==> config.mk <==
export PLATFORM = sky130hd
export DESIGN_NAME = channel_top
export DESIGN_NICKNAME = d
export VERILOG_FILES = /design/src/verilog/channel_pkg.sv /design/src/verilog/bch_encoder.sv /design/src/verilog/channel_sequencer.sv /design/src/verilog/channel_top.sv /design/src/verilog/error_injector.sv
export SDC_FILE = /design/constraint.sdc
export NUM_CORES = 1
export LEC_CHECK = 0
export BUFFER_PORTS_ARGS = -buffer_cell sky130_fd_sc_hd__buf_4
export CAP_MARGIN = 20
export CELL_PAD_IN_SITES_DETAIL_PLACEMENT = 0
export CELL_PAD_IN_SITES_GLOBAL_PLACEMENT = 1
export CORE_AREA = 2 2 209 211
export DETAILED_ROUTE_END_ITERATION = 7
export DIE_AREA = 0 0 211 213
export HOLD_SLACK_MARGIN = 0.02
export PLACE_DENSITY = 0.49
export SETUP_SLACK_MARGIN = 0.15
export SYNTH_ARGS = -nofsm -noshare
export SYNTH_HDL_FRONTEND = slang
export SYNTH_SLANG_ARGS = --single-unit
==> constraint.sdc <==
create_clock -name clk -period 9.4 [get_ports clk]
set_input_delay 0 -clock clk [delete_from_list [all_inputs] [get_ports clk]]
set_output_delay 0 -clock clk [all_outputs]
set_load 0.03 [all_outputs]
==> src/verilog/channel_pkg.sv <==
package channel_pkg;

    // ------------------------------
    // widths
    // ------------------------------
    localparam int data_w   = 8;                 // request word
    localparam int msg_w    = 5;                 // bch message
    localparam int code_w   = 15;                // bch codeword
    localparam int parity_w = code_w - msg_w;    // remainder bits
    localparam int count_w  = 8;

    // x^10 + x^8 + x^5 + x^4 + x^2 + x + 1, corrects up to 3 errors
    localparam logic [parity_w:0] bch_gen_poly = 11'b10100110111;

    // ------------------------------
    // error injector lfsr
    // ------------------------------
    localparam int lfsr_w = 16;
    localparam logic [lfsr_w-1:0] lfsr_taps = 16'hb400;   // maximal length galois taps
    localparam int raw_lfsr_seed  = 16'hace1;
    localparam int code_lfsr_seed = 16'h5a3c;

    // ------------------------------
    // payload types
    // ------------------------------
    typedef logic [data_w-1:0]   data_t;
    typedef logic [msg_w-1:0]    msg_t;
    typedef logic [code_w-1:0]   code_t;
    typedef logic [2*code_w-1:0] code_pair_t;   // high nibble codeword on top
    typedef logic [count_w-1:0]  count_t;

    // frame sequencer
    typedef enum logic [1:0] {
        idle   = 2'd0,
        encode = 2'd1,
        inject = 2'd2,
        done   = 2'd3
    } frame_state_t;

endpackage

==> src/verilog/bch_encoder.sv <==
`timescale 1ns/1ps

module bch_encoder (
    input  logic                clk,
    input  logic                rst,
    input  logic                start,
    input  channel_pkg::msg_t   message,
    output channel_pkg::code_t  codeword,
    output logic                done
);

    logic [2:0]                         step_cnt;   // division steps left
    channel_pkg::msg_t                  shift_q;    // message bits, msb first
    channel_pkg::msg_t                  msg_q;      // systematic part
    logic [channel_pkg::parity_w-1:0]   rem_q;
    logic [channel_pkg::parity_w-1:0]   rem_next;
    logic                               fb;

    // one step of the division lfsr
    assign fb       = shift_q[channel_pkg::msg_w-1] ^ rem_q[channel_pkg::parity_w-1];
    assign rem_next = {rem_q[channel_pkg::parity_w-2:0], 1'b0}
                    ^ (fb ? channel_pkg::bch_gen_poly[channel_pkg::parity_w-1:0] : '0);

    // ------------------------------
    // step control
    // ------------------------------
    always_ff @(posedge clk or posedge rst) begin
        if (rst) begin
            step_cnt <= '0;
            done     <= 1'b0;
        end else begin
            done <= 1'b0;
            if (start) begin
                step_cnt <= 3'(channel_pkg::msg_w);
            end else if (step_cnt != '0) begin
                step_cnt <= step_cnt - 3'd1;
                if (step_cnt == 3'd1)
                    done <= 1'b1;               // last division step
            end
        end
    end

    // ------------------------------
    // division datapath
    // ------------------------------
    always_ff @(posedge clk) begin
        if (start) begin
            shift_q <= message;
            msg_q   <= message;
            rem_q   <= '0;
        end else if (step_cnt != '0) begin
            shift_q <= {shift_q[channel_pkg::msg_w-2:0], 1'b0};
            rem_q   <= rem_next;
            if (step_cnt == 3'd1)
                codeword <= {msg_q, rem_next};  // held until the next start
        end
    end

    // a done pulse always belongs to a start six cycles back
    a_done_after_start: assert property (
        @(posedge clk) disable iff (rst) done |-> $past(start, 6)
    );

endmodule

==> src/verilog/channel_sequencer.sv <==
`timescale 1ns/1ps

module channel_sequencer (
    input  logic                    clk,
    input  logic                    rst,
    input  logic                    data_ready,
    input  channel_pkg::data_t      data_in,
    input  logic                    bch_enable,
    input  logic                    inject_enable,
    input  channel_pkg::count_t     error_count,
    input  logic                    enc_done,
    input  channel_pkg::code_t      code_hi,
    input  channel_pkg::code_t      code_lo,
    input  logic                    raw_inj_done,
    input  channel_pkg::data_t      raw_inj_out,
    input  logic                    code_inj_done,
    input  channel_pkg::code_pair_t code_inj_out,
    output channel_pkg::msg_t       msg_hi,
    output channel_pkg::msg_t       msg_lo,
    output logic                    enc_start,
    output logic                    raw_inj_start,
    output logic                    code_inj_start,
    output channel_pkg::data_t      raw_payload,
    output channel_pkg::code_pair_t code_payload,
    output channel_pkg::count_t     inj_count,
    output channel_pkg::data_t      data_out,
    output channel_pkg::code_pair_t code_out,
    output logic                    output_ready
);

    channel_pkg::frame_state_t state;
    logic                      ready_q;
    logic                      bch_q;
    logic                      inj_q;
    logic                      accept;
    channel_pkg::count_t       count_cap;
    channel_pkg::count_t       count_lim;

    // new request only when no frame is in flight
    assign accept = data_ready && !ready_q
                 && (state == channel_pkg::idle || state == channel_pkg::done);

    assign count_cap = bch_enable ? channel_pkg::count_t'(2 * channel_pkg::code_w)
                                  : channel_pkg::count_t'(channel_pkg::data_w);
    assign count_lim = (error_count > count_cap) ? count_cap : error_count;

    // ------------------------------
    // frame fsm
    // ------------------------------
    always_ff @(posedge clk or posedge rst) begin
        if (rst) begin
            state          <= channel_pkg::idle;
            ready_q        <= 1'b0;
            bch_q          <= 1'b0;
            inj_q          <= 1'b0;
            enc_start      <= 1'b0;
            raw_inj_start  <= 1'b0;
            code_inj_start <= 1'b0;
            output_ready   <= 1'b0;
            data_out       <= '0;
            code_out       <= '0;
        end else begin
            ready_q        <= data_ready;
            enc_start      <= 1'b0;
            raw_inj_start  <= 1'b0;
            code_inj_start <= 1'b0;
            case (state)
                channel_pkg::idle, channel_pkg::done: begin
                    if (accept) begin
                        bch_q        <= bch_enable;
                        inj_q        <= inject_enable;
                        output_ready <= 1'b0;
                        if (bch_enable) begin
                            state     <= channel_pkg::encode;
                            enc_start <= 1'b1;
                        end else if (inject_enable) begin
                            state         <= channel_pkg::inject;
                            raw_inj_start <= 1'b1;
                        end else begin
                            state <= channel_pkg::done;     // plain pass-through
                        end
                    end else if (state == channel_pkg::done && !output_ready) begin
                        data_out     <= raw_payload;
                        code_out     <= '0;
                        output_ready <= 1'b1;
                    end
                end
                channel_pkg::encode: begin
                    if (enc_done) begin     // lo encoder finishes in the same cycle
                        if (inj_q) begin
                            state          <= channel_pkg::inject;
                            code_inj_start <= 1'b1;
                        end else begin
                            state        <= channel_pkg::done;
                            code_out     <= {code_hi, code_lo};
                            data_out     <= '0;
                            output_ready <= 1'b1;
                        end
                    end
                end
                channel_pkg::inject: begin
                    if (bch_q ? code_inj_done : raw_inj_done) begin
                        state        <= channel_pkg::done;
                        output_ready <= 1'b1;
                        if (bch_q) begin
                            code_out <= code_inj_out;
                            data_out <= '0;
                        end else begin
                            data_out <= raw_inj_out;
                            code_out <= '0;
                        end
                    end
                end
                default: state <= channel_pkg::idle;
            endcase
        end
    end

    // ------------------------------
    // request and payload latches
    // ------------------------------
    always_ff @(posedge clk) begin
        if (accept) begin
            msg_hi      <= channel_pkg::msg_t'(data_in[7:4]);   // nibbles, zero extended
            msg_lo      <= channel_pkg::msg_t'(data_in[3:0]);
            raw_payload <= data_in;
            inj_count   <= count_lim;
        end
        if (state == channel_pkg::encode && enc_done)
            code_payload <= {code_hi, code_lo};
    end

    a_ready_idle_only: assert property (
        @(posedge clk) disable iff (rst)
        (state == channel_pkg::encode || state == channel_pkg::inject) |-> !output_ready
    );

endmodule

==> src/verilog/channel_top.sv <==
`timescale 1ns/1ps

module channel_top (
    input  logic                    clk,
    input  logic                    rst,
    input  logic                    data_ready,
    input  channel_pkg::data_t      data_in,
    input  logic                    bch_enable,
    input  logic                    inject_enable,
    input  channel_pkg::count_t     error_count,
    output channel_pkg::data_t      data_out,
    output channel_pkg::code_pair_t code_out,
    output logic                    output_ready
);

    channel_pkg::msg_t       msg_hi;
    channel_pkg::msg_t       msg_lo;
    channel_pkg::code_t      code_hi;
    channel_pkg::code_t      code_lo;
    logic                    enc_start;
    logic                    enc_done;         // from the high encoder only
    logic                    raw_inj_start;
    logic                    raw_inj_done;
    logic                    code_inj_start;
    logic                    code_inj_done;
    channel_pkg::data_t      raw_payload;
    channel_pkg::data_t      raw_inj_out;
    channel_pkg::code_pair_t code_payload;
    channel_pkg::code_pair_t code_inj_out;
    channel_pkg::count_t     inj_count;

    // ------------------------------
    // frame control
    // ------------------------------
    channel_sequencer u_seq (
        .clk            (clk),
        .rst            (rst),
        .data_ready     (data_ready),
        .data_in        (data_in),
        .bch_enable     (bch_enable),
        .inject_enable  (inject_enable),
        .error_count    (error_count),
        .enc_done       (enc_done),
        .code_hi        (code_hi),
        .code_lo        (code_lo),
        .raw_inj_done   (raw_inj_done),
        .raw_inj_out    (raw_inj_out),
        .code_inj_done  (code_inj_done),
        .code_inj_out   (code_inj_out),
        .msg_hi         (msg_hi),
        .msg_lo         (msg_lo),
        .enc_start      (enc_start),
        .raw_inj_start  (raw_inj_start),
        .code_inj_start (code_inj_start),
        .raw_payload    (raw_payload),
        .code_payload   (code_payload),
        .inj_count      (inj_count),
        .data_out       (data_out),
        .code_out       (code_out),
        .output_ready   (output_ready)
    );

    // ------------------------------
    // bch encoders, one per nibble
    // ------------------------------
    bch_encoder enc_hi (.clk(clk), .rst(rst), .start(enc_start), .message(msg_hi),
                        .codeword(code_hi), .done(enc_done));
    bch_encoder enc_lo (.clk(clk), .rst(rst), .start(enc_start), .message(msg_lo),
                        .codeword(code_lo), .done());   // same latency as enc_hi

    // ------------------------------
    // error injectors
    // ------------------------------
    error_injector #(.payload_t(channel_pkg::data_t), .lfsr_seed(channel_pkg::raw_lfsr_seed))
    raw_inj (.clk(clk), .rst(rst), .start(raw_inj_start), .payload_in(raw_payload),
             .error_count(inj_count), .payload_out(raw_inj_out), .done(raw_inj_done));

    error_injector #(.payload_t(channel_pkg::code_pair_t),
                     .lfsr_seed(channel_pkg::code_lfsr_seed))
    code_inj (.clk(clk), .rst(rst), .start(code_inj_start), .payload_in(code_payload),
              .error_count(inj_count), .payload_out(code_inj_out), .done(code_inj_done));

endmodule

==> src/verilog/error_injector.sv <==
`timescale 1ns/1ps

module error_injector #(
    parameter type payload_t = channel_pkg::data_t,
    parameter int  lfsr_seed = 1
) (
    input  logic                clk,
    input  logic                rst,
    input  logic                start,
    input  payload_t            payload_in,
    input  channel_pkg::count_t error_count,
    output payload_t            payload_out,
    output logic                done
);

    localparam int pw    = $bits(payload_t);
    localparam int idx_w = $clog2(pw);

    logic [channel_pkg::lfsr_w-1:0] lfsr_q;
    logic [channel_pkg::lfsr_w-1:0] lfsr_next;
    logic [pw-1:0]                  work_q;     // payload being impaired
    logic [pw-1:0]                  mask_q;     // bits already flipped
    logic [idx_w-1:0]               cand;
    logic                           hit;
    logic                           active_q;
    channel_pkg::count_t            flip_cnt;
    channel_pkg::count_t            flip_next;

    // galois lfsr, shifts right every cycle
    assign lfsr_next = {1'b0, lfsr_q[channel_pkg::lfsr_w-1:1]}
                     ^ (lfsr_q[0] ? channel_pkg::lfsr_taps : '0);

    // candidate bit position for this cycle
    assign cand      = lfsr_q[idx_w-1:0];
    assign hit       = (cand < pw) && !mask_q[cand];
    assign flip_next = flip_cnt + 1'b1;

    assign payload_out = payload_t'(work_q);

    // ------------------------------
    // attempt control
    // ------------------------------
    always_ff @(posedge clk or posedge rst) begin
        if (rst) begin
            lfsr_q   <= channel_pkg::lfsr_w'(lfsr_seed);
            mask_q   <= '0;
            flip_cnt <= '0;
            active_q <= 1'b0;
            done     <= 1'b0;
        end else begin
            lfsr_q <= lfsr_next;
            done   <= 1'b0;
            if (start) begin
                mask_q   <= '0;
                flip_cnt <= '0;
                active_q <= (error_count != '0);
                done     <= (error_count == '0);    // nothing to flip
            end else if (active_q && hit) begin
                mask_q[cand] <= 1'b1;
                flip_cnt     <= flip_next;
                if (flip_next == error_count) begin
                    active_q <= 1'b0;
                    done     <= 1'b1;
                end
            end
        end
    end

    // ------------------------------
    // working copy
    // ------------------------------
    always_ff @(posedge clk) begin
        if (start)
            work_q <= payload_in;
        else if (active_q && hit)
            work_q[cand] <= ~work_q[cand];
    end

    // the sequencer must hold the count steady for the whole run
    a_flip_bound: assert property (
        @(posedge clk) disable iff (rst) active_q |-> (flip_cnt <= error_count)
    );

endmodule
==> impl_metrics.toml, run 1 <==
[floorplan]
core_mm2 = 0.0427
rows = 76
die-area_mm2 = 0.0449
initial_core_util_pct = 29.6
die_w_um = 211
die_h_um = 213
io_pins = 60

[synthesis]
yosys_warnings = 0
synth_cell_types = 65
synthCells = 1057
ys.flop_type = "edfxtp_1"
yosysSeqAreaShare_pct = 62.3
netlist_area_mm2 = 0.0126
synth-seq-cells = 292
syn_area_per_cell_um2 = 12.0
synth_edf_count = 128
async_flop_share_pct = 49.3

[routing]
routed.top_layer = "met4"
routedWlPerCell_um = 18.5
wl_met1_mm = 15.8
wl_met2_mm = 14.1
ant_nets = 0
drc_errors = 0
met3WireLength_um = 891
drt_iter0_drc = 401
vias_per_cell = 4.76
first_pass_iters = 6
vias = 8083
routed_wl_mm = 31.3

[critical_path]
rr_startpoint = "code_inj.lfsr_q[1]"
critical_path_cell_count = 6
cp-start-kind = "flip-flop"
critPathBufInv = 0
crit_end = "code_inj.payload_out[11]"
required_ns = 9.61
path_cells = "mux4_1 > a22oi_1 > o311a_1 > and4_1 > nand3_1 > o21bai_1"
crit_start = "code_inj.lfsr_q[1]"
reg2reg_depth = 6
r2r-end = "code_inj.payload_out[11]"
cp_max_fo = 24
cpPeakStageDelay_ns = 0.98
ff2ff_setup_slack_ns = 5.52
cp-end-kind = "flip-flop"
crit_family = "simple AND/OR/NAND/NOR gates"
cp_slowest_cell = "dfrtp_1"
arrival_ns = 4.08
worstSetupPathType = "flip-flop to flip-flop"

[layout]
multi_input_area_mm2 = 0.00435
final_cell_mix = "edfxtp_1 (128), dfrtp_1 (126), a21oi_1 (92)"
antenna_cells = 0
fin_nets = 1160
nFillCells = 4220
drive_above_1_share_pct = 16.2
final_common_cell = "edfxtp_1"
regArea_mm2 = 0.00787
area_delta_synth_final_pct = 18.6

[pwr]
leakage_nw = 5.80
power_density_mw_per_mm2 = 294
vdd_drop_max_v = 0.000158

[global_routing]
grt-ovfl-total = 0
grt_max_degree = 78
grt_pass1_vias = 8469
antenna_found_initial = 0
grt_pass1_wl_mm = 50.7
grt_usage_pct = 14.5

[sta]
period_share_pct = 41.2
hold_viol = 0
whs_ns = 0.136
finalSetupViolCount = 0
clock_skew_ns = 0.0211
slew_headroom_pct = 30.0
rsz0062_at_grt = "false"
max_freq_mhz = 258
slew_violations = 0
period_minus_slack_ns = 3.88
tightest_slew_ns = 1.04
fin_setup_tns_ns = 0

[place]
place_congestion = 0.713
port_buffers = 59
place_hpwl_mm = 20.6

[outcome]
status = "completed"

[clock_tree]
cts_buffers = 35
clockBufferDepth = 3
cts_tree = "yes"
htreeDepth = 2
cts_root_buf = "clkbuf_16"
clock-sinks = 292
insertion_delay_ns = 0.53
cts.repair.resized = 0
path_clk_slew_ns = 0.06

[flow_run]
timing.max_cap.violations = 0

[hold_path]
hp-class = "input port to flip-flop"
==> worst reg2reg max path: cells and delay by family, from the launching register on <==
kind | cells | cell delay (ns)
AO/OA/AOI/OAI | 3 | 0.90
flip-flops | 1 | 0.98
multiplexers | 1 | 0.41
AND/OR/NAND/NOR | 2 | 1.26
==> through the flow <==
stage | instances | worst slack [ns] | util [%] | cell area (um^2) | total power [mW]
floorplan | 1059 | 5.56 | - | 12600 | 2.70
global placement | 1611 | 5.64 | 32.0 | 13600 | 3.14
detailed placement | 1611 | 5.55 | 32.0 | 13600 | 3.15
CTS | 1697 | 5.55 | 35.1 | 15000 | 4.50
global route | 1697 | 5.26 | 35.1 | 15000 | 4.72
finish | 1697 | 5.52 | 35.1 | 15000 | 4.41
==> Yosys cell counts, types with 3 or more instances <==
library cell  count  area [um^2]
a211oi_1          7         52.6
a21o_1           10         75.1
a21oi_1          92          460
a22o_1           26          228
a22oi_1          31          233
a32o_1            3         30.0
and2_1            9         56.3
and3_1            5         31.3
and3b_1           3         26.3
buf_1             7         26.3
buf_2             3         15.0
clkbuf_1         56          210
dfrtp_1         128         3200
dfstp_2          16          420
dfxtp_1          20          400
edfxtp_1        128         3840
ha_1             15          188
inv_1            48          180
mux2_2           13          146
mux2i_1          14          140
mux4_1            5          131
mux4_2            5          113
nand2_1          73          274
nand2b_1         17          106
nand3_1          13         65.1
nand3b_1          4         30.0
nand4_1           8         50.1
nor2_1           85          319
nor2b_1          21          131
nor3_1            6         30.0
nor3b_1           4         30.0
nor4_1            5         31.3
nor4b_1           3         26.3
o21ai_0          15         75.1
o21ai_2           7         61.3
o21bai_1         27          203
o22ai_1          28          175
o31ai_1           8         60.1
or2_2             4         25.0
or3_1             7         43.8
or3b_2            3         26.3
or4_1             3         22.5
xnor2_1          31          272
xor2_1           16          140
==> report_power, final <==
group	internal [mW]	switching [mW]
Sequential	1.67	0.178
Clock	0.786	0.531
Combinational	0.473	0.776
Total	2.92	1.49
==> routing by layer <==
layer | global-route usage, % | vias to the layer above
met4 | 3.86 | 0
met1 | 20.9 | 3992
met5 | 0 | -
met3 | 2.24 | 38
met2 | 22.8 | 98
li1 | - | 3955
==> logic make-up (layout without fill, tap and decap cells) <==
| group | count (synthesis) | in the layout | share of synthesized area, % |
|---|---|---|---|
| multiplexers | 37 | 37 | 4.20 |
| flip-flops | 292 | 292 | 62.3 |
| XOR/XNOR | 47 | 47 | 3.26 |
| AO/OA/AOI/OAI | 271 | 271 | 14.3 |
| buffers and inverters | 116 | 208 | 3.62 |
| other | 1 | 3 | 0.0297 |
| AND/OR/NAND/NOR | 278 | 278 | 10.9 |
| adder cells (fa/ha/maj) | 15 | 15 | 1.49 |
==> cell type report <==
cell class	count	share of cell area, %
inverter	48	1.24
tap	546	4.56
sequential	292	52.5
multi-input combinational	651	29.0
clock buffer	54	6.86
timing repair buffer	96	5.18
clock inverter	10	0.635
==> sequential cells by signal, summed over array words and instances, names as in the netlist, 8 cells and up <==
register and cells:
u_seq.code_out 30, code_inj.mask_q 30, raw_inj.mask_q 8, code_inj.lfsr_q 16, enc_lo.codeword 14, code_inj.payload_out 30
u_seq.data_out 8, raw_inj.lfsr_q 16, u_seq.code_payload 28, code_inj.flip_cnt 8, raw_inj.payload_out 8, enc_lo.rem_q 10
enc_hi.codeword 14, raw_inj.flip_cnt 8, enc_hi.rem_q 10, u_seq.inj_count 8
==> worst min-delay path by stage <==
stage,start,to,depth (start not counted)
after floorplan,data_ready,u_seq.ready_q,0
after global placement,data_ready,u_seq.ready_q,1
after detailed placement,data_ready,u_seq.ready_q,1
after CTS,data_ready,u_seq.ready_q,2
after global routing,data_ready,u_seq.ready_q,2
final,data_ready,u_seq.ready_q,2
==> what timing repair did <==
action,CTS,global route
hold endpoints to repair,88,0
setup endpoints to repair,0,0
hold buffers,22,0
buffers inserted,0,0
(Power assumes the default switching activity.)
==> inputs of run 2 (changes only) <==
Settings changed: ABC_AREA set to 1, CORE_AREA 2 2 209 211 to 2 2 213 215, DIE_AREA 0 0 211 213 to 0 0 215 217, PLACE_DENSITY 0.49 to 0.52.
Clock period 9.4 ns to 3.2 ns, I/O delays scaled along.
==> run 2 against run 1 <==
Net effect:
- clock skew rose by 0.0049 ns
- critical path depth increased by 4
- via count increased by 15%
- setup slack worse by 4.9 ns
- synthesized area rose by 4.1%
- flip-flop and latch count is the same
- fmax rose by 53%
- count of clock-buffer cells in the layout decreased by 8
- first-iteration DRC count grew 57%
- clock power increased to 3.0 times the previous value
- core utilization is 0.12 points lower
- power grew to 2.8 times the previous value
==> impl_metrics.toml, run 2 <==
[layout]
area_delta_synth_final_pct = 18.9
fin_nets = 1451
final_cell_mix = "nand2_1 (324), inv_1 (142), edfxtp_1 (128)"
antenna_cells = 0
drive_above_1_share_pct = 17.0
final_common_cell = "nand2_1"
postLayoutCoreUtil_pct = 35.0

[pwr]
power_density_mw_per_mm2 = 795
switching_power_mw = 4.30
seqPwrFrac_pct = 41.3
p_int_mw = 8.12
clockPowerShare_pct = 32.1
power_frac_comb_pct = 26.6
leakage_nw = 6.53
vdd_drop_max_v = 0.000487
finalPower_mw = 12.4
switching_share_pct = 34.6

[hold_path]
hp-class = "input port to flip-flop"
hold_depth = 2

[floorplan]
die_w_um = 215
initial_core_util_pct = 29.4
die-area_mm2 = 0.0467
io_pins = 60
rows = 78
core_mm2 = 0.0447
die_h_um = 217

[outcome]
status = "completed"

[synthesis]
synthCells = 1326
ys_top_cells_by_area = "edfxtp_1 (29%), dfrtp_1 (24%), nand2_1 (9.3%)"
yosys_warnings = 0
yosysSeqAreaShare_pct = 59.8
synth_most_common_cell = "nand2_1"
synth_edf_count = 128
ys.flop_type = "edfxtp_1"
netlist_area_mm2 = 0.0132
syn_area_per_cell_um2 = 9.92
async_flop_share_pct = 49.3
synth-seq-cells = 292
synthTopCellsByCount = "nand2_1 (325), inv_1 (144), dfrtp_1 (128), edfxtp_1 (128), o21ai_0 (108)"
synth_cell_types = 49
yosys.area.top_type = "edfxtp_1"
synth_top_area_share_pct = 29.2

[global_routing]
grt_pass1_wl_mm = 55.6
grt_use_met1_pct = 21.8
grt.met2_usage_pct = 24.1
use_met3_pct = 2.68
grt_max_degree = 145
grt_pass1_vias = 9308
grt-ovfl-total = 0
antenna_found_initial = 0
grt_usage_pct = 15.4
top_usage_layer = "met2"

[sta]
tightest_slew_ns = 0.874
setup_slack_ns = 0.662
rsz0062_at_grt = "false"
clock_skew_ns = 0.0260
slew_violations = 0
period_minus_slack_ns = 2.54
slew_headroom_pct = 41.7
hold_viol = 0
max_freq_mhz = 394
finalSetupViolCount = 0
period_share_pct = 79.3
fin_setup_tns_ns = 0

[clock_tree]
cts_tree = "yes"
clockBufferDepth = 3
insertion_delay_ns = 0.55
clock-sinks = 292
path_clk_slew_ns = 0.06
cts_buffers = 36
cts.repair.resized = 0
cts_root_buf = "clkbuf_16"
htreeDepth = 2

[routing]
vias = 9302
first_pass_iters = 5
drc_errors = 0
routed_wl_mm = 35.0
ant_nets = 0
routedWlPerCell_um = 17.1
drt_iter0_drc = 628
vias_per_cell = 4.56

[critical_path]
critical_path_cell_count = 10
arrival_ns = 2.78
required_ns = 3.44
cp-start-kind = "flip-flop"
critPathBufInv = 2
path_cells = "nor2_4 > buf_4 > a21oi_1 > nand2_1 > nand2_1 > nand2_1 > nor2_4 > buf_4 > nand3_2 > nand2_1"
crit_family = "simple AND/OR/NAND/NOR gates"
crit_top_cell = "nand2_1"
cp-end-kind = "flip-flop"
worstSetupPathType = "flip-flop to flip-flop"
cp_max_fo = 13
cp_slowest_cell = "dfrtp_1"
reg2reg_depth = 10
cpPeakStageDelay_ns = 0.68

[place]
port_buffers = 59
place_congestion = 0.776
place_hpwl_mm = 23.9
preCtsSetupSlack_ns = 0.396

[flow_run]
timing.max_cap.violations = 0
-- run 2: worst paths after layout --
kind	start	endpoint	slack (ns)
max	code_inj.lfsr_q[0]	code_inj.payload_out[8]	0.66
min	data_ready	u_seq.ready_q	0.12
max reg2reg	code_inj.lfsr_q[0]	code_inj.payload_out[8]	0.66
min reg2reg	code_inj.lfsr_q[10]	code_inj.lfsr_q[9]	0.35
max in group asynchronous	rst	u_seq.code_inj_start	2.30
min in group asynchronous	rst	code_inj.mask_q[25]	0.28
-- run 2: timing repair --
action                                  CTS  global route
hold buffers                             24             0
setup buffers                             0             2
endpoints found under the setup margin    0             9
hold endpoints to repair                147             0
-- run 2: cells by family (layout without fill, tap and decap cells) --
family | Yosys count | in the layout | synth area share (%)
fa+ha+maj | 15 | 15 | 1.43
simple gates | 543 | 543 | 18.4
xor+xnor | 20 | 20 | 1.33
compound gates | 247 | 247 | 12.1
buf+inv | 207 | 321 | 6.81
other cells | 1 | 3 | 0.0285
mux | 1 | 1 | 0.0761
flops | 292 | 292 | 59.8
-- run 2: layout make-up --
cell class	instances	area (um^2)
Tap cell	600	751
Fill cell	4645	29100
Clock buffer	46	990
Timing Repair Buffer	107	888
Sequential cell	292	7870
Multi-Input combinational cell	829	4410
Inverter	149	571
Clock inverter	19	160
-- run 2: metal layers --
metal | wire length, um | share of wire, %
met5 | 0 | 0
met4 | 635 | 1.8
met3 | 1360 | 3.9
met2 | 15700 | 45
met1 | 17300 | 49
-- run 2: worst register-to-register path, stage by stage, from the launching register on --
cell     delay, ns
dfrtp_1       0.68
nor2_4        0.11
buf_4         0.18
a21oi_1       0.16
nand2_1       0.06
nand2_1       0.08
nand2_1       0.09
nor2_4        0.40
buf_4         0.30
nand3_2       0.11
nand2_1       0.08
-- run 2: metrics by stage --
step | area [um^2] | hold slack, ns | instances
2_1_floorplan | 13200 | 0.0314 | 1328
3_3_place_gp | 14200 | 0.120 | 1951
3_5_place_dp | 14200 | 0.119 | 1951
4_1_cts | 15600 | 0.0787 | 2040
5_1_grt | 15600 | 0.105 | 2042
6_report | 15600 | 0.116 | 2042
-- run 2: power by group through the flow --
stage                     combinational (mW)  sequential [mW]  clock, mW
after floorplan                         2.09             5.31          0
after global placement                  3.37             5.20          0
after detailed placement                3.38             5.20          0
after CTS                               3.40             5.14       4.13
after global routing                    3.76             5.21       4.28
final                                   3.31             5.13       3.99
